## src/verilog/ao_periph_pkg.sv

```systemverilog
// ******************************
// Bus types, address map and register offsets shared
// by every block of the always-on peripheral subsystem
// ******************************

`default_nettype none

package ao_periph_pkg;

  typedef logic [31:0] word_t;

  typedef struct packed {
    logic       req;
    logic       we;
    logic [3:0] be;
    word_t      addr;
    word_t      wdata;
  } obi_req_t;

  typedef struct packed {
    logic  gnt;
    logic  rvalid;
    logic  err;
    word_t rdata;
  } obi_rsp_t;

  typedef struct packed {
    logic       valid;
    logic       write;
    word_t      addr;
    word_t      wdata;
    logic [3:0] wstrb;
  } reg_req_t;

  typedef struct packed {
    logic  ready;
    logic  error;
    word_t rdata;
  } reg_rsp_t;

  typedef enum logic [1:0] {
    PERIPH_SOC_CTRL = 2'd0,
    PERIPH_TIMER    = 2'd1,
    PERIPH_POWER    = 2'd2,
    PERIPH_NONE     = 2'd3
  } periph_idx_e;

  typedef enum logic [2:0] {
    PM_ACTIVE,
    PM_RST_ASSERT,
    PM_SWITCH_OFF,
    PM_SLEEP,
    PM_SWITCH_ON,
    PM_RST_RELEASE
  } pm_state_e;

  // Window of 16 KiB, one 4 KiB slot per peripheral
  localparam word_t       AO_BASE        = 32'h2000_0000;
  localparam int unsigned AO_WINDOW_BITS = 14;
  localparam int unsigned NUM_PERIPHS    = 3;

  localparam logic [3:0] SOC_EXIT_VALID_OFS = 4'h0;
  localparam logic [3:0] SOC_EXIT_VALUE_OFS = 4'h4;
  localparam logic [3:0] SOC_BOOT_OFS       = 4'h8;

  localparam logic [3:0] TMR_CTRL_OFS     = 4'h0;
  localparam logic [3:0] TMR_PRESCALE_OFS = 4'h4;
  localparam logic [3:0] TMR_COUNT_OFS    = 4'h8;
  localparam logic [3:0] TMR_COMPARE_OFS  = 4'hC;

  localparam logic [3:0] PM_EN_OFS     = 4'h0;
  localparam logic [3:0] PM_DELAY_OFS  = 4'h4;
  localparam logic [3:0] PM_STATUS_OFS = 4'h8;

  localparam int unsigned PM_DELAY_BITS = 8;

  // Byte-wise merge of new data into a register under the strobes
  function automatic word_t apply_wstrb(word_t old_val, word_t new_val, logic [3:0] strb);
    word_t merged;
    merged = old_val;
    for (int b = 0; b < 4; b++) begin
      if (strb[b]) begin
        merged[8*b +: 8] = new_val[8*b +: 8];
      end
    end
    return merged;
  endfunction

endpackage

`default_nettype wire

```

## src/verilog/ao_peripheral_subsystem.sv

```systemverilog
// ******************************
// Always-on peripherals behind one OBI slave port
// ******************************

`timescale 1ns/100ps
`default_nettype none

module ao_peripheral_subsystem
  import ao_periph_pkg::*;
(
  input  logic     clk_i,
  input  logic     reset_i,
  input  obi_req_t slave_req_i,
  output obi_rsp_t slave_rsp_o,
  input  logic     boot_select_i,
  input  logic     execute_from_flash_i,
  output logic     exit_valid_o,
  output word_t    exit_value_o,
  input  logic     core_sleep_i,
  output logic     cpu_subsystem_powergate_switch_o,
  output logic     cpu_subsystem_rst_no,
  output logic     timer_irq_o
);

  reg_req_t                   peripheral_req;
  reg_rsp_t                   peripheral_rsp;
  reg_req_t [NUM_PERIPHS-1:0] peripheral_slv_req;
  reg_rsp_t [NUM_PERIPHS-1:0] peripheral_slv_rsp;
  logic                       timer_irq;

  obi_to_reg_bridge obi_to_reg_bridge_i (
    .clk_i,
    .reset_i,
    .obi_req_i(slave_req_i),
    .obi_rsp_o(slave_rsp_o),
    .reg_req_o(peripheral_req),
    .reg_rsp_i(peripheral_rsp)
  );

  reg_bus_demux reg_bus_demux_i (
    .reg_req_i   (peripheral_req),
    .reg_rsp_o   (peripheral_rsp),
    .periph_req_o(peripheral_slv_req),
    .periph_rsp_i(peripheral_slv_rsp)
  );

  soc_ctrl_regs soc_ctrl_regs_i (
    .clk_i,
    .reset_i,
    .reg_req_i(peripheral_slv_req[PERIPH_SOC_CTRL]),
    .reg_rsp_o(peripheral_slv_rsp[PERIPH_SOC_CTRL]),
    .boot_select_i,
    .execute_from_flash_i,
    .exit_valid_o,
    .exit_value_o
  );

  ao_timer ao_timer_i (
    .clk_i,
    .reset_i,
    .reg_req_i  (peripheral_slv_req[PERIPH_TIMER]),
    .reg_rsp_o  (peripheral_slv_rsp[PERIPH_TIMER]),
    .timer_irq_o(timer_irq)
  );

  // Timer interrupt also wakes the CPU
  power_manager power_manager_i (
    .clk_i,
    .reset_i,
    .reg_req_i  (peripheral_slv_req[PERIPH_POWER]),
    .reg_rsp_o  (peripheral_slv_rsp[PERIPH_POWER]),
    .core_sleep_i,
    .timer_irq_i(timer_irq),
    .cpu_subsystem_rst_no,
    .cpu_subsystem_powergate_switch_o
  );

  assign timer_irq_o = timer_irq;

endmodule : ao_peripheral_subsystem

`default_nettype wire

```

## src/verilog/ao_timer.sv

```systemverilog
// ******************************
// Prescaled 32-bit timer, level interrupt
// while enabled and count >= compare
// ******************************

`timescale 1ns/100ps
`default_nettype none

module ao_timer
  import ao_periph_pkg::*;
(
  input  logic     clk_i,
  input  logic     reset_i,
  input  reg_req_t reg_req_i,
  output reg_rsp_t reg_rsp_o,
  output logic     timer_irq_o
);

  logic  wr_en;
  logic  tick;
  logic  enable_q;
  word_t prescale_q;
  word_t presc_cnt_q;
  word_t count_q;
  word_t compare_q;

  assign wr_en = reg_req_i.valid && reg_req_i.write;
  assign tick  = enable_q && (presc_cnt_q >= prescale_q);

  always_ff @(posedge clk_i) begin
    if (reset_i) begin
      enable_q    <= 1'b0;
      prescale_q  <= '0;
      presc_cnt_q <= '0;
      count_q     <= '0;
      compare_q   <= '0;
    end else begin
      if (tick) begin
        presc_cnt_q <= '0;
        count_q     <= count_q + 32'd1;
      end else if (enable_q) begin
        presc_cnt_q <= presc_cnt_q + 32'd1;
      end

      // Register writes win over counting
      if (wr_en) begin
        case (reg_req_i.addr[3:2])
          TMR_CTRL_OFS[3:2]: begin
            if (reg_req_i.wstrb[0]) begin
              enable_q <= reg_req_i.wdata[0];
            end
          end
          TMR_PRESCALE_OFS[3:2]: begin
            prescale_q <= apply_wstrb(prescale_q, reg_req_i.wdata, reg_req_i.wstrb);
          end
          TMR_COUNT_OFS[3:2]: begin
            count_q     <= apply_wstrb(count_q, reg_req_i.wdata, reg_req_i.wstrb);
            presc_cnt_q <= '0;
          end
          default: begin
            compare_q <= apply_wstrb(compare_q, reg_req_i.wdata, reg_req_i.wstrb);
          end
        endcase
      end
    end
  end

  always_comb begin
    reg_rsp_o = '{ready: 1'b1, error: 1'b0, rdata: '0};
    case (reg_req_i.addr[3:2])
      TMR_CTRL_OFS[3:2]:     reg_rsp_o.rdata = {31'b0, enable_q};
      TMR_PRESCALE_OFS[3:2]: reg_rsp_o.rdata = prescale_q;
      TMR_COUNT_OFS[3:2]:    reg_rsp_o.rdata = count_q;
      TMR_COMPARE_OFS[3:2]:  reg_rsp_o.rdata = compare_q;
      default:               reg_rsp_o.error = 1'b1;
    endcase
  end

  assign timer_irq_o = enable_q && (count_q >= compare_q);

endmodule : ao_timer

`default_nettype wire

```

## src/verilog/obi_to_reg_bridge.sv

```systemverilog
// ******************************
// OBI slave to register bus, one access in flight,
// fixed two-cycle latency from grant to rvalid
// ******************************

`timescale 1ns/100ps
`default_nettype none

module obi_to_reg_bridge
  import ao_periph_pkg::*;
(
  input  logic     clk_i,
  input  logic     reset_i,
  input  obi_req_t obi_req_i,
  output obi_rsp_t obi_rsp_o,
  output reg_req_t reg_req_o,
  input  reg_rsp_t reg_rsp_i
);

  logic req_stage_q;
  logic rsp_stage_q;
  logic grant;
  logic reg_done;

  logic       we_q;
  logic [3:0] be_q;
  word_t      addr_q;
  word_t      wdata_q;
  word_t      rdata_q;
  logic       err_q;

  // Idle or retiring the previous access
  assign grant    = obi_req_i.req && !req_stage_q;
  assign reg_done = req_stage_q && reg_rsp_i.ready;

  always_ff @(posedge clk_i) begin
    if (reset_i) begin
      req_stage_q <= 1'b0;
      rsp_stage_q <= 1'b0;
    end else begin
      req_stage_q <= grant || (req_stage_q && !reg_rsp_i.ready);
      rsp_stage_q <= reg_done;
    end
  end

  always_ff @(posedge clk_i) begin
    if (grant) begin
      we_q    <= obi_req_i.we;
      be_q    <= obi_req_i.be;
      addr_q  <= obi_req_i.addr;
      wdata_q <= obi_req_i.wdata;
    end
    if (reg_done) begin
      rdata_q <= reg_rsp_i.rdata;
      err_q   <= reg_rsp_i.error;
    end
  end

  assign reg_req_o = '{
    valid: req_stage_q,
    write: we_q,
    addr:  addr_q,
    wdata: wdata_q,
    wstrb: be_q
  };

  assign obi_rsp_o = '{gnt: grant, rvalid: rsp_stage_q, err: err_q, rdata: rdata_q};

endmodule : obi_to_reg_bridge

`default_nettype wire

```

## src/verilog/power_manager.sv

```systemverilog
// ******************************
// Sleep and wake sequencer for the CPU subsystem,
// each timed step lasts DELAY+1 cycles
// ******************************

`timescale 1ns/100ps
`default_nettype none

module power_manager
  import ao_periph_pkg::*;
(
  input  logic     clk_i,
  input  logic     reset_i,
  input  reg_req_t reg_req_i,
  output reg_rsp_t reg_rsp_o,
  input  logic     core_sleep_i,
  input  logic     timer_irq_i,
  output logic     cpu_subsystem_rst_no,
  output logic     cpu_subsystem_powergate_switch_o
);

  logic                     wr_en;
  logic                     en_q;
  logic [PM_DELAY_BITS-1:0] delay_q;
  logic [PM_DELAY_BITS-1:0] step_cnt_q;
  logic                     step_done;
  pm_state_e                state_q;
  pm_state_e                state_d;

  assign wr_en     = reg_req_i.valid && reg_req_i.write;
  assign step_done = step_cnt_q >= delay_q;

  always_comb begin
    state_d = state_q;
    case (state_q)
      PM_ACTIVE:      if (en_q && core_sleep_i) state_d = PM_RST_ASSERT;
      PM_RST_ASSERT:  if (step_done) state_d = PM_SWITCH_OFF;
      PM_SWITCH_OFF:  if (step_done) state_d = PM_SLEEP;
      PM_SLEEP:       if (timer_irq_i) state_d = PM_SWITCH_ON;
      PM_SWITCH_ON:   if (step_done) state_d = PM_RST_RELEASE;
      PM_RST_RELEASE: if (step_done) state_d = PM_ACTIVE;
      default:        state_d = PM_ACTIVE;
    endcase
  end

  always_ff @(posedge clk_i) begin
    if (reset_i) begin
      state_q    <= PM_ACTIVE;
      step_cnt_q <= '0;
      en_q       <= 1'b0;
      delay_q    <= '0;
    end else begin
      state_q <= state_d;
      // Step counter restarts on every state change
      if (state_d != state_q) begin
        step_cnt_q <= '0;
      end else if (state_q != PM_ACTIVE && state_q != PM_SLEEP) begin
        step_cnt_q <= step_cnt_q + 1'b1;
      end
      if (wr_en && reg_req_i.wstrb[0]) begin
        if (reg_req_i.addr[3:2] == PM_EN_OFS[3:2]) begin
          en_q <= reg_req_i.wdata[0];
        end
        if (reg_req_i.addr[3:2] == PM_DELAY_OFS[3:2]) begin
          delay_q <= reg_req_i.wdata[PM_DELAY_BITS-1:0];
        end
      end
    end
  end

  always_comb begin
    reg_rsp_o = '{ready: 1'b1, error: 1'b0, rdata: '0};
    case (reg_req_i.addr[3:2])
      PM_EN_OFS[3:2]:     reg_rsp_o.rdata = {31'b0, en_q};
      PM_DELAY_OFS[3:2]:  reg_rsp_o.rdata = word_t'(delay_q);
      PM_STATUS_OFS[3:2]: reg_rsp_o.rdata = word_t'(state_q);
      default:            reg_rsp_o.error = 1'b1;
    endcase
  end

  // CPU leaves reset only once back in active
  assign cpu_subsystem_rst_no = (state_q == PM_ACTIVE);
  assign cpu_subsystem_powergate_switch_o = (state_q == PM_SWITCH_OFF) || (state_q == PM_SLEEP);

endmodule : power_manager

`default_nettype wire

```

## src/verilog/reg_bus_demux.sv

```systemverilog
// ******************************
// Register bus address decoder and demux,
// unmapped accesses complete with an error
// ******************************

`timescale 1ns/100ps
`default_nettype none

module reg_bus_demux
  import ao_periph_pkg::*;
(
  input  reg_req_t                   reg_req_i,
  output reg_rsp_t                   reg_rsp_o,
  output reg_req_t [NUM_PERIPHS-1:0] periph_req_o,
  input  reg_rsp_t [NUM_PERIPHS-1:0] periph_rsp_i
);

  logic        in_window;
  periph_idx_e sel;

  assign in_window = reg_req_i.addr[31:AO_WINDOW_BITS] == AO_BASE[31:AO_WINDOW_BITS];

  // Top two bits inside the window pick the slot
  always_comb begin
    if (in_window) begin
      sel = periph_idx_e'(reg_req_i.addr[AO_WINDOW_BITS-1 -: 2]);
    end else begin
      sel = PERIPH_NONE;
    end
  end

  always_comb begin
    for (int i = 0; i < NUM_PERIPHS; i++) begin
      periph_req_o[i]       = reg_req_i;
      periph_req_o[i].valid = reg_req_i.valid && (int'(sel) == i);
    end
  end

  always_comb begin
    if (int'(sel) < NUM_PERIPHS) begin
      reg_rsp_o = periph_rsp_i[sel];
    end else begin
      reg_rsp_o = '{ready: 1'b1, error: 1'b1, rdata: '0};
    end
  end

endmodule : reg_bus_demux

`default_nettype wire

```

## src/verilog/soc_ctrl_regs.sv

```systemverilog
// ******************************
// SoC control registers: exit value and flag
// for the host, boot strap readback
// ******************************

`timescale 1ns/100ps
`default_nettype none

module soc_ctrl_regs
  import ao_periph_pkg::*;
(
  input  logic     clk_i,
  input  logic     reset_i,
  input  reg_req_t reg_req_i,
  output reg_rsp_t reg_rsp_o,
  input  logic     boot_select_i,
  input  logic     execute_from_flash_i,
  output logic     exit_valid_o,
  output word_t    exit_value_o
);

  logic  wr_en;
  logic  exit_valid_q;
  word_t exit_value_q;

  assign wr_en = reg_req_i.valid && reg_req_i.write;

  always_ff @(posedge clk_i) begin
    if (reset_i) begin
      exit_valid_q <= 1'b0;
      exit_value_q <= '0;
    end else if (wr_en) begin
      case (reg_req_i.addr[3:2])
        SOC_EXIT_VALID_OFS[3:2]: begin
          if (reg_req_i.wstrb[0]) begin
            exit_valid_q <= reg_req_i.wdata[0];
          end
        end
        SOC_EXIT_VALUE_OFS[3:2]: begin
          exit_value_q <= apply_wstrb(exit_value_q, reg_req_i.wdata, reg_req_i.wstrb);
        end
        default: ;
      endcase
    end
  end

  // Boot straps are read-only
  always_comb begin
    reg_rsp_o = '{ready: 1'b1, error: 1'b0, rdata: '0};
    case (reg_req_i.addr[3:2])
      SOC_EXIT_VALID_OFS[3:2]: reg_rsp_o.rdata = {31'b0, exit_valid_q};
      SOC_EXIT_VALUE_OFS[3:2]: reg_rsp_o.rdata = exit_value_q;
      SOC_BOOT_OFS[3:2]:       reg_rsp_o.rdata = {30'b0, execute_from_flash_i, boot_select_i};
      default:                 reg_rsp_o.error = 1'b1;
    endcase
  end

  assign exit_valid_o = exit_valid_q;
  assign exit_value_o = exit_value_q;

endmodule : soc_ctrl_regs

`default_nettype wire
```

## config.mk

```make
export PLATFORM = sky130hd
export DESIGN_NAME = ao_peripheral_subsystem
export DESIGN_NICKNAME = d
export VERILOG_FILES = /design/src/verilog/ao_periph_pkg.sv /design/src/verilog/ao_peripheral_subsystem.sv /design/src/verilog/ao_timer.sv /design/src/verilog/obi_to_reg_bridge.sv /design/src/verilog/power_manager.sv /design/src/verilog/reg_bus_demux.sv /design/src/verilog/soc_ctrl_regs.sv
export SDC_FILE = /design/constraint.sdc
export NUM_CORES = 1
export LEC_CHECK = 0
export CAP_MARGIN = 20
export CELL_PAD_IN_SITES_DETAIL_PLACEMENT = 0
export CELL_PAD_IN_SITES_GLOBAL_PLACEMENT = 1
export CORE_ASPECT_RATIO = 1.75
export CORE_MARGIN = 2
export CORE_UTILIZATION = 44
export CTS_CLUSTER_DIAMETER = 80
export DETAILED_ROUTE_END_ITERATION = 6
export DONT_BUFFER_PORTS = 1
export MAX_ROUTING_LAYER = met4
export PLACE_DENSITY_LB_ADDON = 0.1
export SLEW_MARGIN = 10
export SYNTH_ARGS = -nofsm -noshare
export SYNTH_HDL_FRONTEND = slang
export SYNTH_SLANG_ARGS = --single-unit
export TNS_END_PERCENT = 1
```

## constraint.sdc

```tcl
create_clock -name clk_i -period 3.9 [get_ports clk_i]
set_clock_uncertainty 0.1 [all_clocks]
set_input_delay 0.195 -clock clk_i [delete_from_list [all_inputs] [get_ports clk_i]]
set_output_delay 0.195 -clock clk_i [all_outputs]
set_load 0.02 [all_outputs]
```

Word level (Yosys, flattened, before mapping)
Cells that the tools add are included.
- add/subtract/negate cells: 3
- magnitude comparators: 5
- eq/ne operators: 17
- mux-type cells: 26
- bitwise operators: 1
- reductions and logical operators: 40
- operator list (kind ; count):
    two-way mux 32 bit ; 7
    case mux 32 bit (4 select lines) ; 1
    case mux 32 bit (3 select lines) ; 1
    binary-select mux 34 bit (select 2 bit) ; 1
    two-way mux 34 bit ; 2
    adder 32 x 1 -> 32 bit, second input constant ; 2
    greater-or-equal comparator 32 bit ; 2
    AND reduction 3 bit ; 14
    two-way mux 8 bit ; 4
    case mux 8 bit (3 select lines) ; 1
    equality test 18 x 16 -> 1 bit, second input constant ; 1
    two-way mux 3 bit ; 6
    case mux 3 bit (6 select lines) ; 1
    logical AND 1 bit ; 14
    inequality test 3 bit, second input constant ; 4
    adder 8 x 1 -> 8 bit, second input constant ; 1
    equality test 2 bit, second input constant ; 4
    greater-or-equal comparator 8 bit ; 1
    equality test 3 x 2 -> 1 bit, second input constant ; 2
    equality test 3 bit, second input constant ; 2
    zero test 2 bit ; 2
    AND reduction 2 bit ; 2
    equality test 3 x 1 -> 1 bit, second input constant ; 1
    zero test 3 bit ; 1
    13 further kinds ; 15
- register bits after elaboration: 286
- input port bits: 75
- output and inout bits: 71
- logic and storage cells: 123

Depth between registers and ports, before layout
Gate-level depths: netlist of run 1.
- depth in word-level cells: 9
- depth in mapped cells: 11
- gate-level depth less buffers: 10

Cells and area by module
Synthesis of run 1 repeated with hierarchy kept, for this count alone.
- cell total of the unflattened synthesis: 1841
- area, all modules: 17085.1 sq um
- modules (own cells, without submodules) (module ; instances ; cells each ; area an instance (sq um) ; sequential area each (sq um)):
    ao_timer ; 1 ; 1024 ; 7855.0 ; 2582.5
    obi_to_reg_bridge ; 1 ; 114 ; 3178.0 ; 3103.0
    reg_bus_demux ; 1 ; 344 ; 2763.9 ; 0.0
    soc_ctrl_regs ; 1 ; 190 ; 1813.0 ; 660.6
    power_manager ; 1 ; 169 ; 1475.2 ; 400.4

Least setup slack after synthesis of run 1
Ideal clock, no wire load.
- kind: reg2out
- from: reg obi_to_reg_bridge_i.req_stage_q
- to: out slave_rsp_o[34] (netlist name)
- arrival: 3.482 ns
- required time: 3.605 ns
- setup slack: 0.123 ns
- cell stages (with the launch flop): 3
- path buffers: 1
- cells stage by stage: dfxtp_1 -> nor2b_1 -> buf_4
- cells in the longest elaborated chain, start to end: 2
- ends and longest elaborated chain (element ; line ; source):
    start, declared ; obi_to_reg_bridge.sv:20 ; logic req_stage_q;
    start signal, assigned ; obi_to_reg_bridge.sv:41 ; req_stage_q <= grant || (req_stage_q && !reg_rsp_i.ready);
    zero test 1 bit ; obi_to_reg_bridge.sv:33 ; assign grant = obi_req_i.req && !req_stage_q;
    logical AND 1 bit ; obi_to_reg_bridge.sv:33 ;
    end, declared ; ao_peripheral_subsystem.sv:14 ; output obi_rsp_t slave_rsp_o,
Every way passes these cells.

Worst setup path after layout of run 1
- from: reg ao_timer_i.presc_cnt_q[0]
- to: reg ao_timer_i.count_q[20]
- cells in the longest elaborated chain, start to end: 5
- ends and longest elaborated chain (element ; line ; source):
    start, declared ; ao_timer.sv:23 ; word_t presc_cnt_q;
    start signal, assigned ; ao_timer.sv:42 ; presc_cnt_q <= presc_cnt_q + 32'd1;
    greater-or-equal comparator 32 bit (*) ; ao_timer.sv:28 ; assign tick = enable_q && (presc_cnt_q >= prescale_q);
    logical AND 1 bit (*) ; ao_timer.sv:28 ;
    two-way mux 32 bit (*) ; ao_timer.sv:38 ; if (tick) begin
    two-way mux 32 bit ; ao_timer.sv:47 ; case (reg_req_i.addr[3:2])
    two-way mux 32 bit (*) ; ao_timer.sv:46 ; if (wr_en) begin
    end signal, assigned ; ao_timer.sv:40 ; count_q <= count_q + 32'd1;
    end signal, assigned ; ao_timer.sv:57 ; count_q <= apply_wstrb(count_q, reg_req_i.wdata, reg_req_i.wstrb);
    end, declared ; ao_timer.sv:24 ; word_t count_q;
Every way passes the cells marked *; elsewhere a longest branch is shown, timed or not.
A chain may end at the register's enable or synchronous reset.

==> metrics, run 1 <==
die outline width 136.5 um; # rows 84; run status complete, but fails checks; crit share post-route 82.55%; Critical Path Stages 10; Post-synth EDFFs 92; area grow syn2layout 14.03%; Seq/Total Area, Yosys 47.70%; ANT nets after route 0; CP Capture Type flop; RePlAce Congestion 0.8419; CTS sink count 276; initial antenna violation count 0; CP Cell Sequence inv_1 -> ha_1 -> nor2b_1 -> o21ai_0 -> a211oi_1 -> o311ai_2 -> a31oi_4 -> nor2_1 -> a311oi_1 -> nor4_1; first-pass GRT wire length 61,560 um; placed insts 1,854; Initial Util 44.80%; Clock Latency Late Sink 0.57 ns; Detail Placement HPWL 28,900 um; Root Driver clkbuf_16; Setup violations, final 0; # DRC 0; vias in the first global route 10,580; Worst path slowest cell nor2_1; Max clock buf depth 3; area of the core 0.03016 mm^2; Min-Delay Path Depth 2; max cap viols 0; top cell type's share of synthesized area 27.26%; ant diodes 0; worst rel slew slack 40.26%; Post-synth ARST share 0%; Yosys warning count 0; Worst Setup Slack, final 0.6806 ns; hold slack -0.008557 ns; Worst-path clk slew 0.06 ns; H-tree Lvls 1; Worst Reg-to-Reg Cells 10; TritonRoute pass-1 iters 5; max-slew violations 0; post-synthesis cell area 0.01351 mm^2; RSZ-0062 raised after global routing no; startpoint types flop; DP Area 0.01384 mm^2; Worst VDD drop 0.3350 mV; CTS Buf Count 28; Fmax 310.6 MHz; post-DR wirelength/cell 20.50 um; max incr delay on CP 0.75 ns; largest net degree at the start of global routing 146; failing checks negative hold slack; Setup Total Neg Slack 0 ns; gr usage total 25.71%; Fin. Hold Viols 1; Crit Path Category reg2reg; Leak Pwr 5.202 nW; critical path data required time 4.27 ns; fin crit period 3.219 ns; power density over cell area 395.3 mW/mm^2; Final nets 1,710; number of DRC markers in iteration 0 622; via count 10,940; die height 235.8 um; HP Class in2reg; Post-synth top flop dfxtp_1; distinct cell type count after synthesis 74; Post-Route WL 40,370 um; num ports 146; vias per cell 5.554; WP buf/inv 1; grt ovf 0; CTS tree yes; design area 0.01541 mm^2; Post-Syn Area per Cell 8.868 um^2; I/O Buffers 0; ranking of synthesized cells by area dfxtp_1, edfxtp_1, nand2_1; Finished Layout Cells 1,969; proportion of layout cells with a drive suffix above 1 5.879%; Post-CTS Resized 0; top cell family by delay on the critical path compound AO/OA/AOI/OAI gates; measured slew at the worst slew-check pin 0.8928 ns; DIE AREA 0.03219 mm^2; Setup WS pre-CTS 0.6964 ns; Syn Inst Count 1,524; #FFs+latches synth 276; syn nets 1,674; CP Data Arrival Time 3.59 ns; CP max FO 11; area leader, netlist dfxtp_1
[per-stage QoR]
stage / hold WS, ns / util, % / power, mW
floorplan: 0.1939 / - / 3.273
global placement: 0.1770 / 45.88 / 3.329
detailed placement: 0.1833 / 45.88 / 3.330
CTS: 0.01411 / 51.09 / 6.148
global route: 0.03758 / 51.09 / 6.273
finish: -0.008557 / 51.09 / 6.092
[final cells by class]
class	count	area (um^2)
fill	2860	14750
sequential	276	6447
multi-input combinational	1085	6430
timing repair buffer	84	805.8
clock buffer	38	769.5
tap	387	484.2
inverter	85	319.1
clock inverter	14	153.9
[registers in the layout, summed over array words and instances (netlist names), 3 cells and up]
name,flops
obi_to_reg_bridge_i.addr_q,22
ao_timer_i.count_q,32
obi_to_reg_bridge_i.rdata_q,32
power_manager_i.delay_q,8
ao_timer_i.presc_cnt_q,32
ao_timer_i.compare_q,32
power_manager_i.step_cnt_q,8
soc_ctrl_regs_i.exit_value_o,32
obi_to_reg_bridge_i.be_q,4
ao_timer_i.prescale_q,32
obi_to_reg_bridge_i.wdata_q,32
power_manager_i.state_q,3
[layout by cell type (no fill, tap or decap), types with 17 or more instances in the layout]
master / Yosys / layout
nand2_1: 316 / 316
dfxtp_1: 184 / 183
a21oi_1: 122 / 122
nor2_1: 111 / 111
edfxtp_1: 92 / 92
o21ai_0: 87 / 87
inv_1: 85 / 85
ha_1: 75 / 75
dlygate4sd3_1: 0 / 62
a22oi_1: 39 / 39
nand3_1: 32 / 32
clkbuf_16: 0 / 29
xor2_1: 24 / 24
mux2i_1: 23 / 23
nand4_1: 22 / 22
and3_1: 21 / 21
buf_4: 5 / 21
a211oi_1: 17 / 17
[per-layer routing]
metal	vias to the layer above	wire [um]	global-route usage, %
met3	77	1204	2.171
met2	236	22410	47.71
li1	5413	-	-
met5	-	0	-
met4	0	1550	9.628
met1	5210	15210	27.79
[cells in the mapped netlist, types with 21 or more instances]
cell type / n
dfxtp_1: 184
clkbuf_1: 55
a21oi_1: 122
mux2i_1: 23
nand2_1: 316
nor2_1: 111
a22oi_1: 39
nand4_1: 22
inv_1: 85
nand3_1: 32
o21ai_0: 87
ha_1: 75
and3_1: 21
xor2_1: 24
edfxtp_1: 92
[worst paths after layout]
check,startpoint,end,slack [ns]
worst max register to register,ao_timer_i.presc_cnt_q[0],ao_timer_i.count_q[20],0.68
worst min-delay path,reset_i,ao_timer_i.enable_q,-0.009
worst min register to register,ao_timer_i.prescale_q[23],ao_timer_i.prescale_q[23],0.35
worst max-delay path,ao_timer_i.presc_cnt_q[0],ao_timer_i.count_q[20],0.68
[power by group]
group          internal [mW]  switching [mW]  total, mW
registers               3.03          0.0836       3.11
logic                 0.0846           0.145      0.230
clock network           1.58            1.17       2.75
total                   4.70            1.40       6.09
[logic make-up (layout without fill, tap and decap cells)]
group | Yosys count | after routing | share of synthesized area [%]
AND/OR/NAND/NOR | 605 | 605 | 20.56
multiplexers | 26 | 26 | 2.037
XOR/XNOR | 36 | 36 | 2.333
AO/OA/AOI/OAI | 343 | 343 | 15.56
adder cells (fa/ha/maj) | 75 | 75 | 6.944
buffers and inverters | 163 | 221 | 4.861
flip-flops | 276 | 276 | 47.70
[timing repair]
action / CTS / global route
hold buffers: 63 / 0
hold endpoints to repair: 224 / 0
endpoints found under the setup margin: 0 / 0
setup buffers: 0 / 0
Note: power is estimated with default switching activity, not from simulation.
==> run 2: changes to the inputs <==
clock period = 2.8 ns   (was 3.9 ns; I/O delays follow)
==> run 2 against run 1 <==
Compared with the run above: the flow finishes with violations (negative setup slack); final cell count grew 4.6%; critical path type is now reg2out; via count grew 3.9%; critical path depth is the same; final area grew 6.2%; worst setup slack lost 0.73 ns; register-to-register slack lost 0.65 ns; largest power group unchanged; die area is the same; combinational power grew 63%.
==> metrics, run 2 (same netlist as run 1, synthesis figures left out) <==
Total Power 8.252 mW (was 6.092 mW); Reg area 0.006460 mm^2 (was 0.006447 mm^2); Crit Path Category reg2out (was reg2reg); Max clock buf depth 3 (unchanged); Worst Setup Slack, final -0.05156 ns (was 0.6806 ns); ANT nets after route 0 (unchanged); most frequent cells in the layout nand2_1, dfxtp_1, a21oi_1, nor2_1, buf_4 (was nand2_1, dfxtp_1, a21oi_1, nor2_1, edfxtp_1); vias per cell 5.516 (was 5.554); post-DR wirelength/cell 20.58 um (was 20.50 um); WP buf/inv 3 (was 1); CTS sink count 276 (unchanged); CTS tree yes (unchanged); vias in the first global route 11,320 (was 10,580); max cap viols 0 (unchanged); most common cell after layout, fill and taps aside nand2_1 (unchanged); fin crit period 2.852 ns; filler cell count in the final layout 2,749 (was 2,860); power density over cell area 504.4 mW/mm^2 (was 395.3 mW/mm^2); Multi-input gate area 0.006666 mm^2 (was 0.006430 mm^2); largest net degree at the start of global routing 146 (unchanged); CP max FO 2 (was 11); Critical Path Stages 10 (unchanged); proportion of layout cells with a drive suffix above 1 13.39% (was 5.879%); Worst-path clk slew 0.07 ns (was 0.06 ns); # rows 84 (unchanged); startpoint types flop (unchanged); DIE AREA 0.03219 mm^2 (unchanged); via count 11,360 (was 10,940); run status complete, but fails checks (unchanged); Clock Latency Late Sink 0.55 ns (was 0.57 ns); gr usage total 26.70% (was 25.71%); number of DRC markers in iteration 0 679 (was 622); Final nets 1,803 (was 1,710); Worst R2R End ao_timer_i.count_q[20] (unchanged); # DRC 0 (unchanged); num ports 146 (unchanged); ant diodes 0 (unchanged); Leak Pwr 5.725 nW (was 5.202 nW); H-tree Lvls 1 (unchanged); Fin. Hold Viols 0 (was 1); measured slew at the worst slew-check pin 0.7951 ns (was 0.8928 ns); Worst Reg-to-Reg Cells 10 (unchanged); worst rel slew slack 46.99% (was 40.26%); Setup Total Neg Slack -0.05156 ns (was 0 ns); crit path from ao_timer_i.compare_q[21] (was ao_timer_i.presc_cnt_q[0]); Finished Layout Cells 2,060 (was 1,969); Setup violations, final 1 (was 0); first-pass GRT wire length 64,210 um (was 61,560 um); CTS Buf Count 27 (was 28); Root Driver clkbuf_16 (unchanged); HP Class in2reg (unchanged); top cell family by delay on the critical path compound AO/OA/AOI/OAI gates (unchanged); CP Capture Point timer_irq_o (was ao_timer_i.count_q[20]); crit share post-route 101.8%; area of the core 0.03016 mm^2 (unchanged); Worst VDD drop 0.5567 mV (was 0.3350 mV); Worst path slowest cell a221oi_4 (was nor2_1); I/O Buffers 0 (unchanged); CP Cell Sequence inv_1 -> ha_4 -> a21o_1 -> a21o_1 -> a221oi_4 -> o21ai_4 -> o211ai_1 -> nand2_1 -> buf_6 -> buf_12 (was inv_1 -> ha_1 -> nor2b_1 -> o21ai_0 -> a211oi_1 -> o311ai_2 -> a31oi_4 -> nor2_1 -> a311oi_1 -> nor4_1); max-slew violations 0 (unchanged); grt ovf 0 (unchanged); R2R Path Start ao_timer_i.prescale_q[6] (was ao_timer_i.presc_cnt_q[0]); die outline width 136.5 um (unchanged); RSZ-0062 raised after global routing yes (was no); CP Data Arrival Time 2.61 ns (was 3.59 ns); RePlAce Congestion 0.8735 (was 0.8419); failing checks negative setup slack (was negative hold slack); critical path data required time 2.56 ns (was 4.27 ns); initial antenna violation count 0 (unchanged); die height 235.8 um (unchanged); area grow syn2layout 21.05% (was 14.03%); Detail Placement HPWL 30,120 um (was 28,900 um); Post-Route WL 42,400 um (was 40,370 um); Fmax 350.7 MHz; CP Capture Type primary output (was flop); TritonRoute pass-1 iters 5 (unchanged); CP most frequent cell a21o_1; Initial Util 44.80% (unchanged); max incr delay on CP 0.34 ns (was 0.75 ns); hold slack 0.01887 ns (was -0.008557 ns); R2R Setup Slk 0.03 ns (was 0.68 ns); placed insts 1,946 (was 1,854)
-- run 2: cell count changes in the layout (fill, tap and decap cells not counted), moves of 4 or more --
cell,change
buf_4,+86
dfxtp_1,-10
dfxtp_2,+10
buf_12,+7
ha_1,-7
ha_4,+7
and2_1,-4
and2_2,+4
clkbuf_1,+4
-- run 2: worst min path at each step --
| stage | to | cells after the start | from | slack [ns] |
|---|---|---|---|---|
| 3_3_place_gp | obi_to_reg_bridge_i.rsp_stage_q | 1 | reset_i | 0.12 |
| 5_1_grt | obi_to_reg_bridge_i.wdata_q[2] | 2 | slave_req_i[69] | 0.03 |
| 2_1_floorplan | obi_to_reg_bridge_i.addr_q[12] | 0 | slave_req_i[44] | 0.14 |
| 6_report | obi_to_reg_bridge_i.wdata_q[2] | 2 | slave_req_i[69] | 0.02 |
| 4_1_cts | obi_to_reg_bridge_i.rdata_q[1] | 4 | execute_from_flash_i | 0.02 |
| 3_5_place_dp | obi_to_reg_bridge_i.rsp_stage_q | 1 | reset_i | 0.13 |
-- run 2: power breakdown --
group / switching (mW) / total (mW) / leakage, nW / internal (mW)
clock network: 1.56 / 3.55 / 0.405 / 1.99
logic: 0.227 / 0.376 / 2.95 / 0.149
registers: 0.106 / 4.33 / 2.37 / 4.22
-- run 2: area by class of cell --
type | instances | share of cell area [%]
clock buffers | 40 | 4.489
multi-input cells | 1085 | 40.75
repair buffers | 178 | 9.797
well taps | 387 | 2.960
clock inverters | 9 | 0.5660
inverters | 85 | 1.950
flip-flops and latches | 276 | 39.49
-- run 2: layer usage --
layer	track usage (%)	vias to the layer above	share of wire [%]
li1	-	5598	-
met1	28.33	5414	38
met2	49.74	281	55
met3	3.009	70	3.9
met4	9.754	0	3.6
met5	-	-	0
-- run 2: repair_timing --
action / CTS / global route
setup buffers: 2 / 2
hold buffers: 63 / 0
endpoints found under the hold margin: 225 / 0
pin swaps: 6 / 15
endpoints found under the setup margin: 23 / 86
gates resized for setup: 13 / 39
-- run 2: through the flow --
stage / utilization [%] / cell area, um^2 / setup WS (ns)
6_report: 54.24 / 16360 / -0.05156
5_1_grt: 54.24 / 16360 / -0.1788
4_1_cts: 53.58 / 16160 / -0.2491
3_5_place_dp: 48.46 / 14620 / -0.2519
3_3_place_gp: 48.46 / 14620 / -0.1623
2_1_floorplan: - / 13520 / 0.2957
==> run 3: changes to the inputs <==
CORE_UTILIZATION = 40   (was 44)
==> run 3 against run 2 <==
Compared with the run above: the run now ends clean; utilization fell by 5.1 points; global-route usage fell by 1.8 points; critical endpoint unchanged; worst setup slack improved by 0.084 ns; sequential cell count did not move; clock power rose by 9.9%; critical path type unchanged; register-to-register slack barely moved; sequential share of layout area fell by 0.36 points; count of clock-buffer cells in the layout fell by 3; worst hold slack got worse by 0.0047 ns; final area rose by 0.77%.
==> metrics, run 3 (same netlist as run 1, synthesis figures left out) <==
post-DR wirelength/cell 19.80 um (was 20.58 um); crit path from ao_timer_i.count_q[0] (was ao_timer_i.compare_q[21]); Comb pwr share 4.3% (was 4.6%); # DRC 0 (unchanged); HP Class in2reg (unchanged); Root Driver clkbuf_16 (unchanged); vias per cell 5.294 (was 5.516); max-slew violations 0 (unchanged); Clock Power Share 45.4% (was 43.0%); Post-Route WL 42,270 um (was 42,400 um); internal power 6.583 mW (was 6.361 mW); most frequent cells in the layout nand2_1, dfxtp_1, a21oi_1, buf_4, nor2_1 (was nand2_1, dfxtp_1, a21oi_1, nor2_1, buf_4); vias in the first global route 11,420 (was 11,320); critical path data required time 2.56 ns (about the same); Leak Pwr 5.764 nW (was 5.725 nW); Fmax 361.4 MHz (was 350.7 MHz); met2 Usage GRT 43.96% (was 49.74%); R2R Path Start ao_timer_i.prescale_q[2] (was ao_timer_i.prescale_q[6]); CTS Buf Count 28 (was 27); die height 247.2 um (was 235.8 um); run status finished clean (was complete, but fails checks); DIE AREA 0.03533 mm^2 (was 0.03219 mm^2); first-pass GRT wire length 65,490 um (was 64,210 um); gr busiest metal met2 (unchanged); Setup Total Neg Slack 0 ns (was -0.05156 ns); number of DRC markers in iteration 0 644 (was 679); CTS tree yes (unchanged); Worst R2R End ao_timer_i.count_q[5] (was ao_timer_i.count_q[20]); crit share post-route 98.83% (was 101.8%); Setup WS pre-CTS -0.2109 ns (was -0.2519 ns); Initial Util 40.32% (was 44.80%); CP Data Arrival Time 2.53 ns (was 2.61 ns); Worst-path clk slew 0.07 ns (about the same); switching fraction of total power 23.37% (was 22.91%); Setup violations, final 0 (was 1); power density over cell area 521.1 mW/mm^2 (was 504.4 mW/mm^2); most common cell after layout, fill and taps aside nand2_1 (unchanged); fin crit period 2.767 ns (was 2.852 ns); max cap viols 0 (unchanged); grt met3 use 3.098% (was 3.009%); H-tree Lvls 1 (unchanged); NetSw 2.007 mW (was 1.891 mW); gr usage total 24.92% (was 26.70%); TritonRoute pass-1 iters 7 (was 5); measured slew at the worst slew-check pin 0.7625 ns (was 0.7951 ns); num ports 146 (unchanged); ant diodes 0 (unchanged); # rows 89 (was 84); proportion of layout cells with a drive suffix above 1 12.98% (was 13.39%); via count 11,300 (was 11,360); Crit Path Category reg2out (unchanged); area grow syn2layout 21.99% (was 21.05%); startpoint types flop (unchanged); Clock Latency Late Sink 0.56 ns (was 0.55 ns); RePlAce Congestion 0.8296 (was 0.8735); RSZ-0062 raised after global routing yes (unchanged); Min-Delay Path Depth 2 (unchanged); worst rel slew slack 49.16% (was 46.99%); CP max FO 3 (was 2); I/O Buffers 0 (unchanged); post-layout util 49.18% (was 54.24%); CTS sink count 276 (unchanged); grt ovf 0 (unchanged); Max clock buf depth 3 (unchanged); Detail Placement HPWL 30,080 um (was 30,120 um); initial antenna violation count 0 (unchanged); R2R Setup Slk 0.04 ns (was 0.03 ns); Worst Reg-to-Reg Cells 14 (was 10); hold path startpoint slave_req_i[69] (unchanged); Reg power frac 50.4% (was 52.4%); CP Capture Type primary output (unchanged); Worst Setup Slack, final 0.03289 ns (was -0.05156 ns); Worst VDD drop 0.4980 mV (was 0.5567 mV); Final nets 1,808 (was 1,803); Fin. Hold Viols 0 (unchanged); Hold Path End obi_to_reg_bridge_i.be_q[3] (was obi_to_reg_bridge_i.wdata_q[2]); largest net degree at the start of global routing 146 (unchanged); area of the core 0.03352 mm^2 (was 0.03016 mm^2); ANT nets after route 0 (unchanged); die outline width 142.9 um (was 136.5 um); GR Util met1 28.27% (was 28.33%)
-- run 3: changes by cell type in the layout (fill, tap and decap cells not counted), sizes merged --
| cell | delta |
|---|---|
| clkinvlp | +5 |
| buf | +4 |
| clkbuf | -3 |
| bufinv | +1 |
-- run 3: metal layers --
metal | wire length (um) | up-vias
met3 | 1502 | 76
met4 | 1782 | 0
li1 | - | 5611
met1 | 16870 | 5389
met2 | 22120 | 227
met5 | 0 | -
-- run 3: critical path, cell delays in order (launching register included) --
cell,delay (ns)
dfxtp_2,0.33
inv_1,0.07
ha_1,0.28
nand2b_4,0.14
a2111o_1,0.37
a21oi_2,0.15
buf_4,0.15
o21ai_2,0.08
o211ai_1,0.15
nand2_1,0.10
buf_6,0.15
-- run 3: timing repair --
item                                   in CTS  in global routing
endpoints found under the hold margin     243                  0
setup endpoints to repair                  19                 70
pin swaps                                   2                  9
buffers inserted                            0                  2
gates resized for setup                     9                 29
hold buffers                               63                  0
-- run 3: area by class of cell --
class | instances | area [um^2]
flip-flops and latches | 276 | 6451
fillers | 3275 | 17030
well taps | 455 | 569.3
repair buffers | 182 | 1637
clock inverters | 15 | 157.7
multi-input cells | 1085 | 6576
inverters | 85 | 319.1
clock buffers | 37 | 775.7
-- run 3: power groups by stage --
| stage | clock network (mW) | logic, mW | registers [mW] |
|---|---|---|---|
| 4_1_cts | 3.99 | 0.361 | 4.33 |
| 3_3_place_gp | 0 | 0.246 | 4.42 |
| 3_5_place_dp | 0 | 0.249 | 4.42 |
| 2_1_floorplan | 0 | 0.191 | 4.37 |
| 6_report | 3.90 | 0.366 | 4.33 |
| 5_1_grt | 4.14 | 0.395 | 4.34 |
-- run 3: metrics by stage --
stage                     instances  cell area [um^2]  hold WS, ns  power, mW
after CTS                      2133             16350      0.01148      8.680
after detailed placement       2018             14730       0.1265      4.666
after global routing           2135             16490      0.01841      8.871
final                          2135             16490      0.01413      8.591
after floorplan                1524             13520       0.1389      4.557
after global placement         2018             14730       0.1256      4.664
-- run 3: worst max path at each step --
| stage | to | slack [ns] |
|---|---|---|
| after CTS | timer_irq_o | -0.11 |
| final | timer_irq_o | 0.03 |
| after detailed placement | ao_timer_i.count_q[20] | -0.21 |
| after floorplan | slave_rsp_o[34] | 0.30 |
| after global placement | ao_timer_i.count_q[20] | -0.12 |
| after global routing | ao_timer_i.count_q[5] | -0.13 |
